### src/verilog/cpu_defines.svh
`ifndef CPU_DEFINES_SVH
`define CPU_DEFINES_SVH

`define CPU_XLEN     16
`define CPU_NREGS    8
`define CPU_PC_RESET 16'h0000

// Opcode field, bits [15:12] of every instruction
`define OP_NOP  4'd0
`define OP_ADD  4'd1
`define OP_SUB  4'd2
`define OP_AND  4'd3
`define OP_OR   4'd4
`define OP_NOT  4'd5
`define OP_SHL  4'd6
`define OP_SHR  4'd7
`define OP_MOV  4'd8
`define OP_LDM  4'd9
`define OP_SETC 4'd10
`define OP_OUT  4'd11
`define OP_IN   4'd12
`define OP_JZ   4'd13
`define OP_JC   4'd14
`define OP_JMP  4'd15

`endif

### src/verilog/cpu_pkg.sv
`include "cpu_defines.svh"

package cpu_pkg;

    // Register form: ALU ops, shifts, moves, ports, jumps
    typedef struct packed {
        logic [3:0] opcode;
        logic [2:0] rd;
        logic [2:0] rs;
        logic [3:0] shamt;
        logic [1:0] spare;
    } r_form_t;

    // Immediate form, LDM only
    typedef struct packed {
        logic [3:0] opcode;
        logic [2:0] rd;
        logic [8:0] imm;
    } i_form_t;

    typedef union packed {
        r_form_t r_form;
        i_form_t i_form;
    } instr_t;

    typedef struct packed {
        logic c;
        logic n;
        logic z;
    } flags_t;

    typedef struct packed {
        logic                 valid;
        logic [3:0]           opcode;
        logic [2:0]           rd;
        logic [2:0]           rs;
        logic [3:0]           shamt;
        logic [`CPU_XLEN-1:0] rd_val;
        logic [`CPU_XLEN-1:0] rs_val;
        logic [`CPU_XLEN-1:0] imm;      // Already sign extended
        logic [`CPU_XLEN-1:0] in_val;
        logic                 reg_write;
        logic                 flag_write;
    } id_ex_t;

    typedef struct packed {
        logic                 valid;
        logic                 reg_write;
        logic [2:0]           rd;
        logic [`CPU_XLEN-1:0] result;
        logic                 out_en;
        logic [`CPU_XLEN-1:0] out_val;
    } ex_wb_t;

endpackage

### src/verilog/decode_stage.sv
`timescale 1ns/100ps
`include "cpu_defines.svh"

module decode_stage
    import cpu_pkg::*;
(
    input  logic                 clk,
    input  logic                 rst_n,
    input  instr_t               if_instr,
    input  logic                 if_valid,
    input  logic                 flush,
    input  logic [`CPU_XLEN-1:0] in_port,
    input  ex_wb_t               wb,
    output id_ex_t               id_ex
);

    logic [`CPU_XLEN-1:0] regs [`CPU_NREGS];
    logic [3:0]           opcode;
    logic [2:0]           rd;
    logic [2:0]           rs;
    logic                 writes_reg;
    logic                 writes_flags;
    logic                 wb_en;
    id_ex_t               id_ex_d;

    assign opcode = if_instr.r_form.opcode;
    assign rd     = if_instr.r_form.rd;
    assign rs     = if_instr.r_form.rs;
    assign wb_en  = wb.valid && wb.reg_write;

    always_comb begin
        writes_reg   = 1'b0;
        writes_flags = 1'b0;
        case (opcode)
            `OP_ADD, `OP_SUB, `OP_AND, `OP_OR, `OP_NOT, `OP_SHL, `OP_SHR: begin
                writes_reg   = 1'b1;
                writes_flags = 1'b1;
            end
            `OP_MOV, `OP_LDM, `OP_IN: writes_reg = 1'b1;
            `OP_SETC: writes_flags = 1'b1;
            `OP_NOP, `OP_OUT, `OP_JZ, `OP_JC, `OP_JMP: ;
        endcase
    end

    always_comb begin
        id_ex_d.valid      = if_valid && !flush;    // Jump shadow dies here
        id_ex_d.opcode     = opcode;
        id_ex_d.rd         = rd;
        id_ex_d.rs         = rs;
        id_ex_d.shamt      = if_instr.r_form.shamt;
        // Write-through from the write-back port
        id_ex_d.rd_val     = (wb_en && wb.rd == rd) ? wb.result : regs[rd];
        id_ex_d.rs_val     = (wb_en && wb.rd == rs) ? wb.result : regs[rs];
        id_ex_d.imm        = {{(`CPU_XLEN-9){if_instr.i_form.imm[8]}}, if_instr.i_form.imm};
        id_ex_d.in_val     = in_port;
        id_ex_d.reg_write  = id_ex_d.valid && writes_reg;
        id_ex_d.flag_write = id_ex_d.valid && writes_flags;
    end

    always_ff @(posedge clk) begin
        if (!rst_n) begin
            for (int i = 0; i < `CPU_NREGS; i++) begin
                regs[i] <= '0;
            end
        end else if (wb_en) begin
            regs[wb.rd] <= wb.result;
        end
    end

    always_ff @(posedge clk) begin
        id_ex <= id_ex_d;
        if (!rst_n) begin
            id_ex.valid      <= 1'b0;
            id_ex.reg_write  <= 1'b0;
            id_ex.flag_write <= 1'b0;
        end
    end

endmodule

### config.mk
export PLATFORM = sky130hd
export DESIGN_NAME = decode_stage
export DESIGN_NICKNAME = d
export VERILOG_FILES = /design/src/verilog/cpu_pkg.sv /design/src/verilog/decode_stage.sv
export VERILOG_INCLUDE_DIRS = /design/src /design/src/verilog
export SDC_FILE = /design/constraint.sdc
export NUM_CORES = 1
export LEC_CHECK = 0
export BUFFER_PORTS_ARGS = -buffer_cell sky130_fd_sc_hd__buf_2
export CAP_MARGIN = 25
export CORE_MARGIN = 2
export CORE_UTILIZATION = 45
export CTS_CLUSTER_DIAMETER = 30
export DETAILED_ROUTE_END_ITERATION = 7
export GPL_ROUTABILITY_DRIVEN = 0
export GPL_TIMING_DRIVEN = 0
export PLACE_DENSITY = 0.64
export SLEW_MARGIN = 10
export SYNTH_ARGS = -nofsm -noshare
export SYNTH_HDL_FRONTEND = slang
export SYNTH_SLANG_ARGS = --single-unit
### constraint.sdc
create_clock -name clk -period 5.2 [get_ports clk]
set_input_delay 0.78 -clock clk [delete_from_list [all_inputs] [get_ports clk]]
set_output_delay 0.78 -clock clk [all_outputs]
set_load 0.03 [all_outputs]
[Word-level counts from Yosys, hierarchy flattened]
Memories as Yosys holds them, arrays and structs flattened.
Cells that the tools add are included.
Operators by class
  reductions and logical operators: 10
  muxes and demuxes: 11
  eq/ne operators: 13
Operators by type and width (number)
  two-way mux 16 bit: 3
  equality test 4 x 3 -> 1 bit, second input constant: 4
  equality test 4 bit, second input constant: 4
  OR reduction 16 bit: 1
  OR reduction 10 bit: 1
  equality test 4 x 2 -> 1 bit, second input constant: 2
  OR reduction 8 bit: 1
  two-way mux 1 bit: 7
  equality test 3 bit: 2
  logical AND 1 bit: 6
  equality test 4 x 1 -> 1 bit, second input constant: 1
  two-way mux 3 bit: 1
  zero test 1 bit: 1
Storage, ports and cells
  memories kept: 1
  memory bits (writable): 128
  output and inout port bits: 81
  register bits after elaboration: 74
Memory list
  regs: depth 8, bits a word 16, rd ports 2, clocked after Yosys merged registers in 0, write ports 8, line decode_stage.sv:17  | logic [`CPU_XLEN-1:0] regs [`CPU_NREGS];

[Longest topological paths before layout]
  word-level depth: 6
  gate-level depth with buffers: 6
  gate-level depth less buffers: 3

[Worst setup path before layout]
Ideal clock, no wire load.
  path kind: input to register
  from: input rst_n
  to: memory regs[7][0] (netlist name), enable pin
  path buffers: 1
  data required time: 4.789 ns
  cell stages on the path: 3
  setup slack: 2.405 ns
  library setup time: 0.411 ns
  data arrival time: 2.384 ns
  cell sequence: clkbuf_2 > nand4_1 > o21ai_0
RTL lines
  start, declared: line decode_stage.sv:8  | input logic rst_n,
  end, declared: line decode_stage.sv:17

==> results.yml <==
route:
  drt-wirelength-per-cell_um: 21.9
  drtIter0Drc: 445
  drt.antenna.violating_nets: 0
  viasPerCell: 5.47
  drc: 0
  drt-pass1-iter-count: 6
  num_vias: 5342
  routed_wl_um: 21300
synthesis:
  yosys.area_share.simple_pct: 10.3
  synth_ff_type: "edfxtp_1"
  synth_nets: 610
  netlist.area_leader.share_pct: 43.0
  yosysWarningCount: 0
  synth_compound_area_share_pct: 0.587
  syn_area_mm2: 0.00894
  synth_top_family_by_area: "multiplexers"
  synthAdderAreaFrac_pct: 0
  netlist.top_cell.by_area: "edfxtp_1"
  ys_top_cells_by_count: "and2_1, edfxtp_1, dfxtp_1"
  synth-xor-area-share_pct: 0.587
  synthArstFlopShare_pct: 0
  synth_area_leaders: "edfxtp_1, mux4_1, dfxtp_1"
  ys_ff_latch: 195
  yosysSeqAreaShare_pct: 58.0
  synth_edf_count: 128
  synthMuxAreaShare_pct: 27.2
  netlist_instances: 536
  netlist-cell-type-count: 24
  avgSynthCellArea_um2: 16.7
  synth.most_common_cell: "and2_1"
grt:
  grt_max_degree: 19
  first_global_vias: 5486
  track_usage_pct: 20.7
  grt_overflow: 0
  grt_antenna_before_repair: 0
  grt_pass1_wl_um: 32100
die:
  die_w_um: 145
  die_area_mm2: 0.0210
  initial_core_util_pct: 46.0
  die_y_um: 145
  io_pins: 155
  core_area_mm2: 0.0195
  core.rowCount: 51
min_path:
  whs_path_depth: 1
  hold_path_class: "in2reg"
  hold_start: "in_port[1]"
  holdPathEnd: "id_ex[3]"
placed_design:
  hpwl_um: 14400
  place.port_buffers: 135
timing:
  rsz0062_at_grt: "false"
  setup_violations: 0
  max_slew_margin_pct: 32.2
  fin_crit_sh_pct: 56.7
  maxSlewViolCount: 0
  worst_pin_slew_ns: 1.02
  skew_ns: 0.00820
  finalHoldViolCount: 0
  fin_crit_ns: 2.95
  max_freq_mhz: 339
  tns_ns: 0
power:
  ir_worst_vdd_mv: 0.231
  leakage_nw: 4.28
  powerDensity_mw_per_mm2: 345
cells_and_area:
  areaGrowthSynthToFinish_pct: 19.7
  drive_gt1_share_pct: 38.7
  final_core_util_pct: 55.0
  antenna_cells: 0
  layout.nets: 772
clock_tree:
  post_cts_resized: 0
  cts_tree: "yes"
  clk_latency_ns: 0.44
  cts_buffers: 17
  cts_max_level: 4
  clockBufferDepth: 2
  post_cts_buffers: 0
  cts.sinks: 195
  cts_hold_buf: 0
  path_clk_slew_ns: 0.07
  cts-root-buf: "clkbuf_16"
critical_path:
  start_kind: "primary input"
  reg2reg_from: "regs[5][6]"
  critPathKind: "in2reg"
  r2r_slack_ns: 3.55
  critical_path_required_ns: 5.25
  regToRegEndpoint: "id_ex[40]"
  crit_path_end_kind: "register"
  worst_ep_arrival_time_ns: 3.00
  reg2reg_depth: 3
  crit_path_max_fanout: 16
outcome:
  status: "finished clean"
job:
  drv_cap: 0
==> per-stage QoR <==
step	total power [mW]	area [um2]	setup slack [ns]	hold WS, ns	instances
2_1_floorplan	2.16	8940	2.40	0.781	536
3_3_place_gp	2.32	9950	0.969	0.799	936
3_5_place_dp	2.34	10100	1.64	0.817	943
4_1_cts	3.72	10700	2.10	0.430	975
5_1_grt	3.82	10700	2.07	0.424	976
6_report	3.69	10700	2.25	0.439	976
==> layout make-up <==
cell class,count,area (um2)
tap,265,332
fill,1608,8760
clock inverter,13,168
timing repair buffer,143,782
clock buffer,19,454
multi-input combinational,294,3480
sequential,195,5180
buffer,47,305
==> kinds of logic (layout without fill, tap and decap cells) <==
kind of cell	after synthesis	after routing
DFF	195	195
buffers and inverters	47	222
AOI/OAI and AO/OA	9	9
and+or+nand+nor	151	151
muxes	128	128
xor gates and xnor gates	6	6
==> worst max-delay path by stage <==
stage	startpoint	endpoint	slack, ns	depth (start not counted)
final	rst_n	regs[1][0]	2.25	5
after floorplan	rst_n	regs[7][0]	2.40	3
after global routing	rst_n	regs[1][0]	2.07	5
after global placement	rst_n	regs[3][10]	0.97	4
after detailed placement	wb[33]	regs[0][14]	1.64	4
after CTS	wb[33]	regs[0][11]	2.10	4
==> layout by cell type, fill, tap and decap left out, drive strengths merged <==
cell type / count
nand4: 3
mux4: 64
bufinv: 3
edfxtp: 128
nand2b: 4
clkbuf: 39
and3: 1
nand2: 3
dfxtp: 67
o311a: 1
inv: 6
nor2: 7
xnor2: 6
o21ai: 7
nand4b: 1
clkinv: 3
a21o: 1
buf: 170
mux2: 64
and2: 129
nor3: 2
or4: 1
clkinvlp: 1
==> flip-flops by register name, indices dropped and copies added, names as in the netlist <==
signal / flops
regs: 128
id_ex: 67
==> power by group <==
part / internal, mW / switching [mW] / total, mW
Combinational: 0.224 / 0.287 / 0.512
Sequential: 1.76 / 0.0361 / 1.79
Clock: 0.794 / 0.596 / 1.39
==> layer usage <==
layer / vias up / global-route usage, % / wire length [um]
met2: 221 / 36.4 / 10900
met3: 28 / 3.90 / 1280
li1: 2386 / - / -
met1: 2707 / 26.1 / 8780
met4: 0 / 6.09 / 368
met5: - / 0 / 0
==> worst max-delay path, stage by stage <==
cell and delay (ns):
buf_2 0.09, clkbuf_2 0.28, nand4_1 0.35, nor3_1 0.61
nand2b_1 0.86
No activity file was read; power rests on OpenSTA's default activity.
