==> src/verilog/cpu_defines.svh <==
`ifndef CPU_DEFINES_SVH
`define CPU_DEFINES_SVH

`define CPU_XLEN     16
`define CPU_NREGS    8
`define CPU_PC_RESET 16'h0000

// Opcode field, bits [15:12] of every instruction
`define OP_NOP  4'd0
`define OP_ADD  4'd1
`define OP_SUB  4'd2
`define OP_AND  4'd3
`define OP_OR   4'd4
`define OP_NOT  4'd5
`define OP_SHL  4'd6
`define OP_SHR  4'd7
`define OP_MOV  4'd8
`define OP_LDM  4'd9
`define OP_SETC 4'd10
`define OP_OUT  4'd11
`define OP_IN   4'd12
`define OP_JZ   4'd13
`define OP_JC   4'd14
`define OP_JMP  4'd15

`endif

==> src/verilog/cpu_pkg.sv <==
`include "cpu_defines.svh"

package cpu_pkg;

    // Register form: ALU ops, shifts, moves, ports, jumps
    typedef struct packed {
        logic [3:0] opcode;
        logic [2:0] rd;
        logic [2:0] rs;
        logic [3:0] shamt;
        logic [1:0] spare;
    } r_form_t;

    // Immediate form, LDM only
    typedef struct packed {
        logic [3:0] opcode;
        logic [2:0] rd;
        logic [8:0] imm;
    } i_form_t;

    typedef union packed {
        r_form_t r_form;
        i_form_t i_form;
    } instr_t;

    typedef struct packed {
        logic c;
        logic n;
        logic z;
    } flags_t;

    typedef struct packed {
        logic                 valid;
        logic [3:0]           opcode;
        logic [2:0]           rd;
        logic [2:0]           rs;
        logic [3:0]           shamt;
        logic [`CPU_XLEN-1:0] rd_val;
        logic [`CPU_XLEN-1:0] rs_val;
        logic [`CPU_XLEN-1:0] imm;      // Already sign extended
        logic [`CPU_XLEN-1:0] in_val;
        logic                 reg_write;
        logic                 flag_write;
    } id_ex_t;

    typedef struct packed {
        logic                 valid;
        logic                 reg_write;
        logic [2:0]           rd;
        logic [`CPU_XLEN-1:0] result;
        logic                 out_en;
        logic [`CPU_XLEN-1:0] out_val;
    } ex_wb_t;

endpackage

==> src/verilog/fetch_stage.sv <==
`timescale 1ns/100ps
`include "cpu_defines.svh"

module fetch_stage
    import cpu_pkg::*;
(
    input  logic                 clk,
    input  logic                 rst_n,
    input  logic                 jump_taken,
    input  logic [`CPU_XLEN-1:0] jump_target,
    input  instr_t               imem_data,
    output logic [`CPU_XLEN-1:0] imem_addr,
    output instr_t               if_instr,
    output logic                 if_valid
);

    logic [`CPU_XLEN-1:0] pc;

    assign imem_addr = pc;

    always_ff @(posedge clk) begin
        if (!rst_n) begin
            pc       <= `CPU_PC_RESET;
            if_valid <= 1'b0;
        end else if (jump_taken) begin
            pc       <= jump_target;
            if_valid <= 1'b0;          // Kill the word fetched behind the jump
        end else begin
            pc       <= pc + 1'b1;
            if_valid <= 1'b1;
        end
    end

    always_ff @(posedge clk) begin
        if_instr <= imem_data;
    end

    a_pc_known: assert property (@(posedge clk) rst_n |-> !$isunknown(imem_addr));

endmodule

==> config.mk <==
export PLATFORM = sky130hd
export DESIGN_NAME = fetch_stage
export DESIGN_NICKNAME = d
export VERILOG_FILES = /design/src/verilog/cpu_pkg.sv /design/src/verilog/fetch_stage.sv
export VERILOG_INCLUDE_DIRS = /design/src /design/src/verilog
export SDC_FILE = /design/constraint.sdc
export NUM_CORES = 1
export LEC_CHECK = 0
export ABC_AREA = 0
export BUFFER_PORTS_ARGS = -buffer_cell sky130_fd_sc_hd__buf_2
export CAP_MARGIN = 20
export CELL_PAD_IN_SITES_DETAIL_PLACEMENT = 1
export CELL_PAD_IN_SITES_GLOBAL_PLACEMENT = 1
export CORE_MARGIN = 5
export CORE_UTILIZATION = 27
export CTS_CLUSTER_DIAMETER = 120
export CTS_CLUSTER_SIZE = 24
export DETAILED_ROUTE_END_ITERATION = 16
export HOLD_SLACK_MARGIN = 0.1
export PLACE_DENSITY_LB_ADDON = 0.1
export SYNTH_ARGS = -nofsm -noshare
export SYNTH_HDL_FRONTEND = slang
export SYNTH_SLANG_ARGS = --single-unit
==> constraint.sdc <==
create_clock -name clk -period 1.5 [get_ports clk]
set_input_delay 0.15 -clock clk [delete_from_list [all_inputs] [get_ports clk]]
set_output_delay 0.15 -clock clk [all_outputs]
set_load 0.005 [all_outputs]
Yosys cells after proc, flatten, opt, wreduce, memory -nomap -nowiden

Index checks and enable logic that the tools add are counted.

Multiplexer cells: 2
$add $sub $neg: 1

Operators with widths:

| cell                                                            | number |
|---|---|
| 16-bit by 1-bit adder with 16-bit output, second input constant | 1 |
| 16-bit 2-to-1 mux                                               | 1 |
| 1-bit 2-to-1 mux                                                | 1 |

Logic and storage cells: 6
Output and inout bits: 33
Flip-flop bits (word level): 33

Longest topological paths before layout

Gate-level depths: netlist of the first run.

Depth after elaboration: 2
Gate-level depth with buffers: 5
Mapped depth without buffers: 5

Least setup slack after synthesis of the first run

OpenSTA, ideal clock, no wires.

Path type: register -> register
Start: reg pc[7] (netlist: imem_addr[7])
End: reg pc[15] (netlist: imem_addr[15])
Data arrival time: 1.360 ns
Data required time: 1.378 ns
Path buffers: 0
Cell stages (with the launch flop): 5
Slack: 0.019 ns
Library setup time: 0.122 ns
Cells stage by stage: dfxtp_1 > nand3_2 > or3_1 > o21a_1 > o311a_1

Longest elaborated chain between the ends: 2

RTL lines:

| what                                     | line              | RTL |
|---|---|---|
| start: declaration                       | fetch_stage.sv:17 | `` logic [`CPU_XLEN-1:0] pc; `` |
| start signal: assignment                 | fetch_stage.sv:23 | `` pc <= `CPU_PC_RESET; `` |
| start signal: assignment                 | fetch_stage.sv:26 | `pc <= jump_target;` |
| start signal: assignment                 | fetch_stage.sv:29 | `pc <= pc + 1'b1;` |
| 16-bit by 1-bit adder with 16-bit output | fetch_stage.sv:29 |  |
| 16-bit 2-to-1 mux                        | fetch_stage.sv:25 | `end else if (jump_taken) begin` |

Every way passes these cells.
A chain may end at the register's enable or synchronous reset.

Worst setup path after layout of the first run

Start: reg pc[0] (netlist: imem_addr[0])
End: reg pc[12] (netlist: imem_addr[12])

Same word-level chain as after synthesis.

==> results.toml, run 1 <==
[run_status]
status = "completed"

[clocking]
cts_max_path_buffers = 2
clkLatencyLatePin_ns = 0.28
postCtsSetupBuffers = 0
path_clk_slew_ns = 0.07
cts-buffers-inserted = 5
clock_sinks = 33
h-tree-depth = 2
cts-root-buf = "clkbuf_8"
cts_tree = "yes"

[die]
fp.dieW_um = 76.4
dieArea_um2 = 5830
boundaryPins = 68
core_um2 = 4320
initial_core_util = 0.275
rows = 24
dieHeight_um = 76.4

[logic_synthesis]
ys_warn_count = 0
ys_types = 26
synthCells = 118
synth_top_area_share = 0.556
syn_nets = 154
syn_area_um2 = 1190
ys_ff_latch = 33
syn_area_per_cell_um2 = 10.1
ys_seq_area_frac = 0.556
synth_area_leaders = "dfxtp_1, xnor2_1, o21ai_0"
synth_top_area_cell = "dfxtp_1"

[placement]
dp_hpwl_mm = 2.93
port_buffers = 67
place_congestion = 0.685
place_inst = 251

[drt]
met1_length_mm = 1.44
routed_wl_mm = 3.78
dr_wl_met2_mm = 1.92
viasPerCell = 4.48
route.detailed.drc = 0
ant_nets = 0
wl_per_cell_um = 13.8
wl_met3_um = 404
firstDrtPassIters = 2
vias = 1232
top_layer_used = "met4"
drt_first_iter_violations = 25

[finish]
mostFrequentLayoutCell = "buf_2"
postLayoutCoreUtil = 0.464
areaGrowthSynthToFinish_pct = 68.7
nets = 258
final_cell_mix = "buf_2, dfxtp_1, buf_4"
final_layout_size_suffix_gt1_frac = 0.484
fill_cells = 512
insertedDiodeCount = 0
fin_cells = 275

[global_routing]
grtUsageTotal = 0.134
antenna_found_initial = 0
overflow = 0
grt_pass1_vias = 1382
grt_max_degree = 18
grt_pass1_wl_mm = 6.34

[critical_path]
start_kind = "flip-flop"
critPathArrivalTime_ns = 1.59
endpoint_kind = "flip-flop"
path_max_fanout = 4
critical_path_required_ns = 1.65
critPathKind = "reg2reg"

[job]
cap_violations = 0

[power_and_ir_drop]
leakagePower_nw = 0.915
powerDensity_nw_per_um2 = 982
vdd_drop_max_v = 0.000542

[sta]
rsz0062_at_grt = "true"
relSlewSlack = 0.726
finalHoldViolCount = 0
fmax_mhz = 692
worst_pin_slew_ns = 0.411
skew_ns = 0.00818
report.final.slew_viol_count = 0
period_needed_ns = 1.44
setup_viol = 0
finalCritPeriodShare = 0.963

[hold_path]
hold_path_class = "in2reg"
==> cell families after synthesis <==
| logic type | share of synthesized area |
|---|---|
| AO/OA/AOI/OAI | 0.121 |
| XOR/XNOR | 0.0884 |
| adder cells (fa/ha/maj) | 0.0105 |
| buffers and inverters | 0.0221 |
| flip-flops | 0.556 |
| multiplexers | 0.00842 |
| AND/OR/NAND/NOR | 0.194 |
==> path summary, 6_finish.rpt <==
check	startpoint	end	slack [ns]	cells after the start
worst min-delay path	jump_target[6]	imem_addr[6]$_SDFF_PN0_	0.14	3
worst min register to register	imem_addr[13]$_SDFF_PN0_	imem_addr[13]$_SDFF_PN0_	0.62	2
worst max register to register	imem_addr[0]$_SDFF_PN0_	imem_addr[12]$_SDFF_PN0_	0.06	5
worst max-delay path	imem_addr[0]$_SDFF_PN0_	imem_addr[12]$_SDFF_PN0_	0.06	5
==> sequential cells by signal, summed over array words and instances (netlist names) <==
register	cells
imem_addr	16
if_valid	1
if_instr	16
==> cell usage after synthesis <==
master     n
a31oi_1    1
nor2b_1    2
nor3_2     1
and2_1     4
nand3_1    3
a21oi_1    8
nor2_1     2
inv_1      3
and4_1     2
mux2i_1    1
xor2_1     3
o311a_1    2
clkbuf_1   4
o21a_1     1
o21ai_0   12
nand2b_1   3
or3_1      2
nand3_2    3
nand4_1    3
xnor2_1    9
o211a_1    1
dfxtp_1   33
nor4_1     3
ha_1       1
nor3_1     2
nand2_1    9
==> critical path: stages (launching register included) <==
cell	delay [ns]
dfxtp_2	0.35
ha_1	0.18
nand4_1	0.20
nor4_2	0.35
xnor2_1	0.16
a21oi_1	0.08
==> layer usage <==
layer  GRT usage  vias to the layer above
met5           0                        -
met4      0.0420                        0
met3      0.0709                        2
met2       0.235                       46
met1       0.136                      566
li1            -                      618
==> through the flow <==
| step | cell area (um2) | hold slack (ns) | total power [mW] | TNS, ns | worst slack, ns |
|---|---|---|---|---|---|
| 6_report | 2010 | 0.137 | 1.97 | 0 | 0.0555 |
| 5_1_grt | 2010 | 0.146 | 2.09 | -0.0138 | -0.0138 |
| 4_1_cts | 1980 | 0.130 | 2.00 | -0.00422 | -0.00422 |
| 3_5_place_dp | 1710 | 0.254 | 1.24 | -0.00838 | -0.00838 |
| 3_3_place_gp | 1710 | 0.252 | 1.23 | 0 | 0.0421 |
| 2_1_floorplan | 1190 | 0.178 | 1.07 | 0 | 0.0188 |
==> report_power, final <==
part	internal, mW	switching (mW)
clock network	0.414	0.306
logic	0.167	0.115
registers	0.933	0.0330
==> area by class of cell <==
cell class | count | area [um2] | share of cell area
clock inverter | 1 | 5.00 | 0.00250
tap | 52 | 65.1 | 0.0324
clock buffer | 7 | 96.3 | 0.0480
sequential | 33 | 668 | 0.333
multi-input combinational | 78 | 529 | 0.264
timing repair buffer | 101 | 631 | 0.314
inverter | 3 | 11.3 | 0.00561
==> what timing repair did <==
action,4_1_cts,5_1_grt
hold buffers,16,0
pin swaps,0,4
endpoints found under the setup margin,1,4
resized for setup,1,10
hold endpoints to repair,16,0
Note: power is estimated with default switching activity, not from simulation.
==> run 2: changes to the inputs <==
--- a/config.mk
+++ b/config.mk
@@ -9,15 +9,14 @@
 export ABC_AREA = 0
 export BUFFER_PORTS_ARGS = -buffer_cell sky130_fd_sc_hd__buf_2
 export CAP_MARGIN = 20
-export CELL_PAD_IN_SITES_DETAIL_PLACEMENT = 1
-export CELL_PAD_IN_SITES_GLOBAL_PLACEMENT = 1
 export CORE_MARGIN = 5
-export CORE_UTILIZATION = 27
+export CORE_UTILIZATION = 38
 export CTS_CLUSTER_DIAMETER = 120
 export CTS_CLUSTER_SIZE = 24
 export DETAILED_ROUTE_END_ITERATION = 16
 export HOLD_SLACK_MARGIN = 0.1
-export PLACE_DENSITY_LB_ADDON = 0.1
+export MAX_ROUTING_LAYER = met4
+export PLACE_DENSITY = 0.74
 export SYNTH_ARGS = -nofsm -noshare
 export SYNTH_HDL_FRONTEND = slang
 export SYNTH_SLANG_ARGS = --single-unit
==> results.toml, run 2 (synthesized netlist as in run 1, its figures left out) <==
[sta]
finalCritPeriodShare = 0.962
setup_viol = 0
rsz0062_at_grt = "true"
fmax_mhz = 693
period_needed_ns = 1.44
report.final.slew_viol_count = 0
relSlewSlack = 0.729
setup_tns_ns = 0
skew_ns = 0.0113
finalHoldViolCount = 0
setup_ws_ns = 0.0574
worst_pin_slew_ns = 0.402
holdWs_ns = 0.117

[global_routing]
antenna_found_initial = 0
grtUsageTotal = 0.191
overflow = 0
grt_pass1_wl_mm = 6.13
grt_max_degree = 18
grt_pass1_vias = 1335

[clocking]
clkLatencyLatePin_ns = 0.33
clock_sinks = 33
cts-buffers-inserted = 5
h-tree-depth = 2
cts_tree = "yes"
path_clk_slew_ns = 0.11
cts-root-buf = "clkbuf_4"
cts_max_path_buffers = 2

[placement]
dp_hpwl_mm = 2.43
port_buffers = 67
place_congestion = 0.812
pre_cts_ws_ns = 0.00881

[drt]
ant_nets = 0
drt_first_iter_violations = 40
viasPerCell = 4.73
wl_per_cell_um = 14.5
route.detailed.drc = 0
routed_wl_mm = 3.90
firstDrtPassIters = 5
vias = 1276

[critical_path]
path_buf_inv = 0
critPathMaxStageDelay_ns = 0.38
critical_path_required_ns = 1.70
start_kind = "flip-flop"
critPathKind = "reg2reg"
cp-startpoint = "imem_addr[1]$_SDFF_PN0_"
r2r-start = "imem_addr[1]$_SDFF_PN0_"
cp_slowest_cell = "dfxtp_4"
endpoint_kind = "flip-flop"
crit_family = "simple AND/OR/NAND/NOR gates"
path_max_fanout = 5
crit_chain = "ha_2, nand4_1, nor4_2, xnor2_1, a21oi_1"
critPathArrivalTime_ns = 1.64

[finish]
final_layout_size_suffix_gt1_frac = 0.460
mostFrequentLayoutCell = "buf_2"
final_cell_mix = "buf_2, dfxtp_1, dlygate4sd3_1"
nets = 262
insertedDiodeCount = 0
areaGrowthSynthToFinish_pct = 68.1

[hold_path]
hp-start = "jump_target[10]"
hold_path_class = "in2reg"

[power_and_ir_drop]
powerDensity_nw_per_um2 = 891
vdd_drop_max_v = 0.000703
power.total_mw = 1.78
leakagePower_nw = 0.903

[die]
fp.dieW_um = 65.9
dieArea_um2 = 4350
initial_core_util = 0.393
dieHeight_um = 65.9
boundaryPins = 68
rows = 20
core_um2 = 3030

[run_status]
status = "completed"

[job]
cap_violations = 0
[run 2: cell count changes in the layout (fill, tap and decap cells not counted), moves of 2 or more]
cell and delta:
dlygate4sd3_1 +6, clkbuf_4 +5, clkbuf_8 -6, buf_4 -2, dfxtp_2 -2
[run 2: final cells by class]
cell class	instances	area (um2)
inverters	3	11.3
multi-input cells	78	532
flip-flops and latches	33	669
fillers	239	1030
repair buffers	105	676
clock buffers	7	55.1
well taps	44	55.1
[run 2: worst paths after layout]
check	end	slack [ns]	cells after the start
setup / recovery	imem_addr[12]$_SDFF_PN0_	0.06	5
hold / removal	imem_addr[10]$_SDFF_PN0_	0.12	3
setup reg to reg	imem_addr[12]$_SDFF_PN0_	0.06	5
hold reg to reg	imem_addr[14]$_SDFF_PN0_	0.59	2
[run 2: repair_timing]
action	in CTS	in global routing
endpoints found under the setup margin	1	5
hold buffers	21	1
hold endpoints to repair	21	1
resized for setup	0	12
setup buffers	0	0
pin swaps	0	4
[run 2: worst reg2reg max path, stage by stage (launching register included)]
cell	delay (ns)
dfxtp_4	0.38
ha_2	0.20
nand4_1	0.18
nor4_2	0.33
xnor2_1	0.15
a21oi_1	0.09
[run 2: where the power goes]
group | total [mW] | leakage, nW | internal (mW) | switching (mW)
registers | 0.966 | 0.278 | 0.932 | 0.0342
logic | 0.292 | 0.594 | 0.172 | 0.120
clock network | 0.522 | 0.0314 | 0.221 | 0.300
total | 1.78 | 0.903 | 1.33 | 0.454
[run 2: stage by stage]
step                cell area (um2)   util  std cells
floorplan                      1190      -        118
finish                         2000  0.660        270
CTS                            1950  0.644        269
global placement               1680  0.556        241
global route                   2000  0.660        270
detailed placement             1680  0.556        241
[run 2: routing by layer]
| layer | track usage | vias to the layer above | share of wire |
|---|---|---|---|
| li1 | - | 627 | - |
| met1 | 0.213 | 575 | 0.39 |
| met2 | 0.314 | 62 | 0.50 |
| met3 | 0.0629 | 12 | 0.083 |
| met4 | 0.0787 | 0 | 0.024 |
| met5 | - | - | 0 |
==> run 3: changes to the inputs <==
--- a/config.mk
+++ b/config.mk
@@ -14,6 +14,7 @@
 export CTS_CLUSTER_DIAMETER = 120
 export CTS_CLUSTER_SIZE = 24
 export DETAILED_ROUTE_END_ITERATION = 16
+export GPL_TIMING_DRIVEN = 0
 export HOLD_SLACK_MARGIN = 0.1
 export MAX_ROUTING_LAYER = met4
 export PLACE_DENSITY = 0.74
==> results.toml, run 3 (synthesized netlist as in run 1, its figures left out) <==
[die]
fp.dieW_um = 65.9
rows = 20
boundaryPins = 68
core_um2 = 3030
initial_core_util = 0.393
dieArea_um2 = 4350
dieHeight_um = 65.9

[power_and_ir_drop]
powerDensity_nw_per_um2 = 913
vdd_drop_max_v = 0.000858
power.total_mw = 1.95
leakagePower_nw = 0.943

[critical_path]
r2r_cells = 4
endpoint = "imem_addr[15]$_SDFF_PN0_"
endpoint_kind = "flip-flop"
path_max_fanout = 6
crit_family = "simple AND/OR/NAND/NOR gates"
start_kind = "flip-flop"
critPathKind = "reg2reg"
r2r-start = "imem_addr[6]$_SDFF_PN0_"
critPathArrivalTime_ns = 1.66
cp_slowest_cell = "dfxtp_4"
path_buf_inv = 0
cp.depth = 4
critPathMaxStageDelay_ns = 0.41
cp-startpoint = "imem_addr[6]$_SDFF_PN0_"
r2r-end = "imem_addr[15]$_SDFF_PN0_"
regToRegSetupSlack_ns = 0.07
critical_path_required_ns = 1.73
crit_chain = "nand3_4, or3_4, o21a_1, o311a_1"

[finish]
mostFrequentLayoutCell = "buf_2"
areaGrowthSynthToFinish_pct = 80.0
nets = 267
final_cell_mix = "buf_2, dlygate4sd3_1, dfxtp_1"
postLayoutCoreUtil = 0.707
multi_input_area_um2 = 576
final_layout_size_suffix_gt1_frac = 0.487
ff_latch_area_um2 = 708
fill_cells = 224
insertedDiodeCount = 0

[sta]
fmax_mhz = 700
rsz0062_at_grt = "true"
skew_ns = 0.00815
finalHoldViolCount = 0
finalCritPeriodShare = 0.953
setup_ws_ns = 0.0708
period_needed_ns = 1.43
relSlewSlack = 0.699
report.final.slew_viol_count = 0
worst_pin_slew_ns = 0.452
setup_viol = 0

[drt]
ant_nets = 0
wl_per_cell_um = 14.8
vias = 1292
routed_wl_mm = 4.09
firstDrtPassIters = 4
drt_first_iter_violations = 27
viasPerCell = 4.68
route.detailed.drc = 0

[clocking]
cts_tree = "yes"
clkLatencyLatePin_ns = 0.34
clock_sinks = 33
cts-buffers-inserted = 5
h-tree-depth = 2
cts-root-buf = "clkbuf_4"
path_clk_slew_ns = 0.11
cts_max_path_buffers = 2

[global_routing]
grt_max_degree = 13
grt_pass1_wl_mm = 6.31
grt_pass1_vias = 1356
grtUsageTotal = 0.198
antenna_found_initial = 0
overflow = 0

[placement]
place_congestion = 0.752
port_buffers = 66
pre_cts_ws_ns = -0.0898
dp_hpwl_mm = 2.24

[hold_path]
hold_path_class = "in2reg"

[job]
cap_violations = 0

[run_status]
status = "completed"
run 3: changes by cell type in the layout (fill, tap and decap cells not counted), sizes merged:
cell	delta
clkinvlp	+1
bufinv	+1
clkbuf	+2
clkinv	+1
dlygate4sd3	+2
buf	-1
run 3: worst min path at each step:
| stage | slack, ns | start | to | depth (start not counted) |
|---|---|---|---|---|
| 6_report | 0.10 | jump_target[5] | imem_addr[5]$_SDFF_PN0_ | 3 |
| 4_1_cts | 0.10 | rst_n | imem_addr[10]$_SDFF_PN0_ | 3 |
| 3_5_place_dp | 0.25 | imem_data[12] | if_instr[12]$_DFF_P_ | 1 |
| 3_3_place_gp | 0.25 | imem_data[10] | if_instr[10]$_DFF_P_ | 1 |
| 5_1_grt | 0.11 | rst_n | imem_addr[1]$_SDFF_PN0_ | 2 |
| 2_1_floorplan | 0.18 | imem_data[0] | if_instr[0]$_DFF_P_ | 0 |
run 3: where the power goes:
group	total [mW]	internal, mW	leakage [nW]	switching, mW
registers	0.977	0.926	0.284	0.0508
logic	0.294	0.177	0.618	0.117
clock network	0.683	0.353	0.0414	0.331
run 3: repair_timing:
action	in CTS	in global routing
hold buffers	24	0
hold endpoints to repair	22	0
setup endpoints to repair	3	4
pin swaps	2	9
buffers inserted	1	15
gates resized for setup	19	18
run 3: stage by stage:
step	cell area, um2	TNS [ns]	std cells	hold WS [ns]
after floorplan	1190	0	118	0.178
after CTS	1950	0	261	0.102
after global placement	1570	-0.206	228	0.252
after detailed placement	1570	-0.234	228	0.254
final	2140	0	276	0.102
after global routing	2140	-0.0533	276	0.107
run 3: area by class of cell:
| class | instances | area share |
|---|---|---|
| Buffer | 4 | 0.00702 |
| Clock buffer | 5 | 0.0175 |
| Clock inverter | 3 | 0.0216 |
| Inverter | 3 | 0.00526 |
| Multi-Input combinational cell | 78 | 0.269 |
| Sequential cell | 33 | 0.331 |
| Tap cell | 44 | 0.0257 |
| Timing Repair Buffer | 106 | 0.323 |
run 3: tightest hold or removal path: stages:
cell     delay [ns]
buf_2          0.07
o21ai_0        0.07
a21oi_1        0.12
run 3: layer usage:
metal | track usage | part of all wire | vias up
li1 | - | - | 641
met1 | 0.210 | 0.38 | 589
met2 | 0.337 | 0.51 | 54
met3 | 0.0765 | 0.085 | 8
met4 | 0.0711 | 0.024 | 0
met5 | - | 0 | -
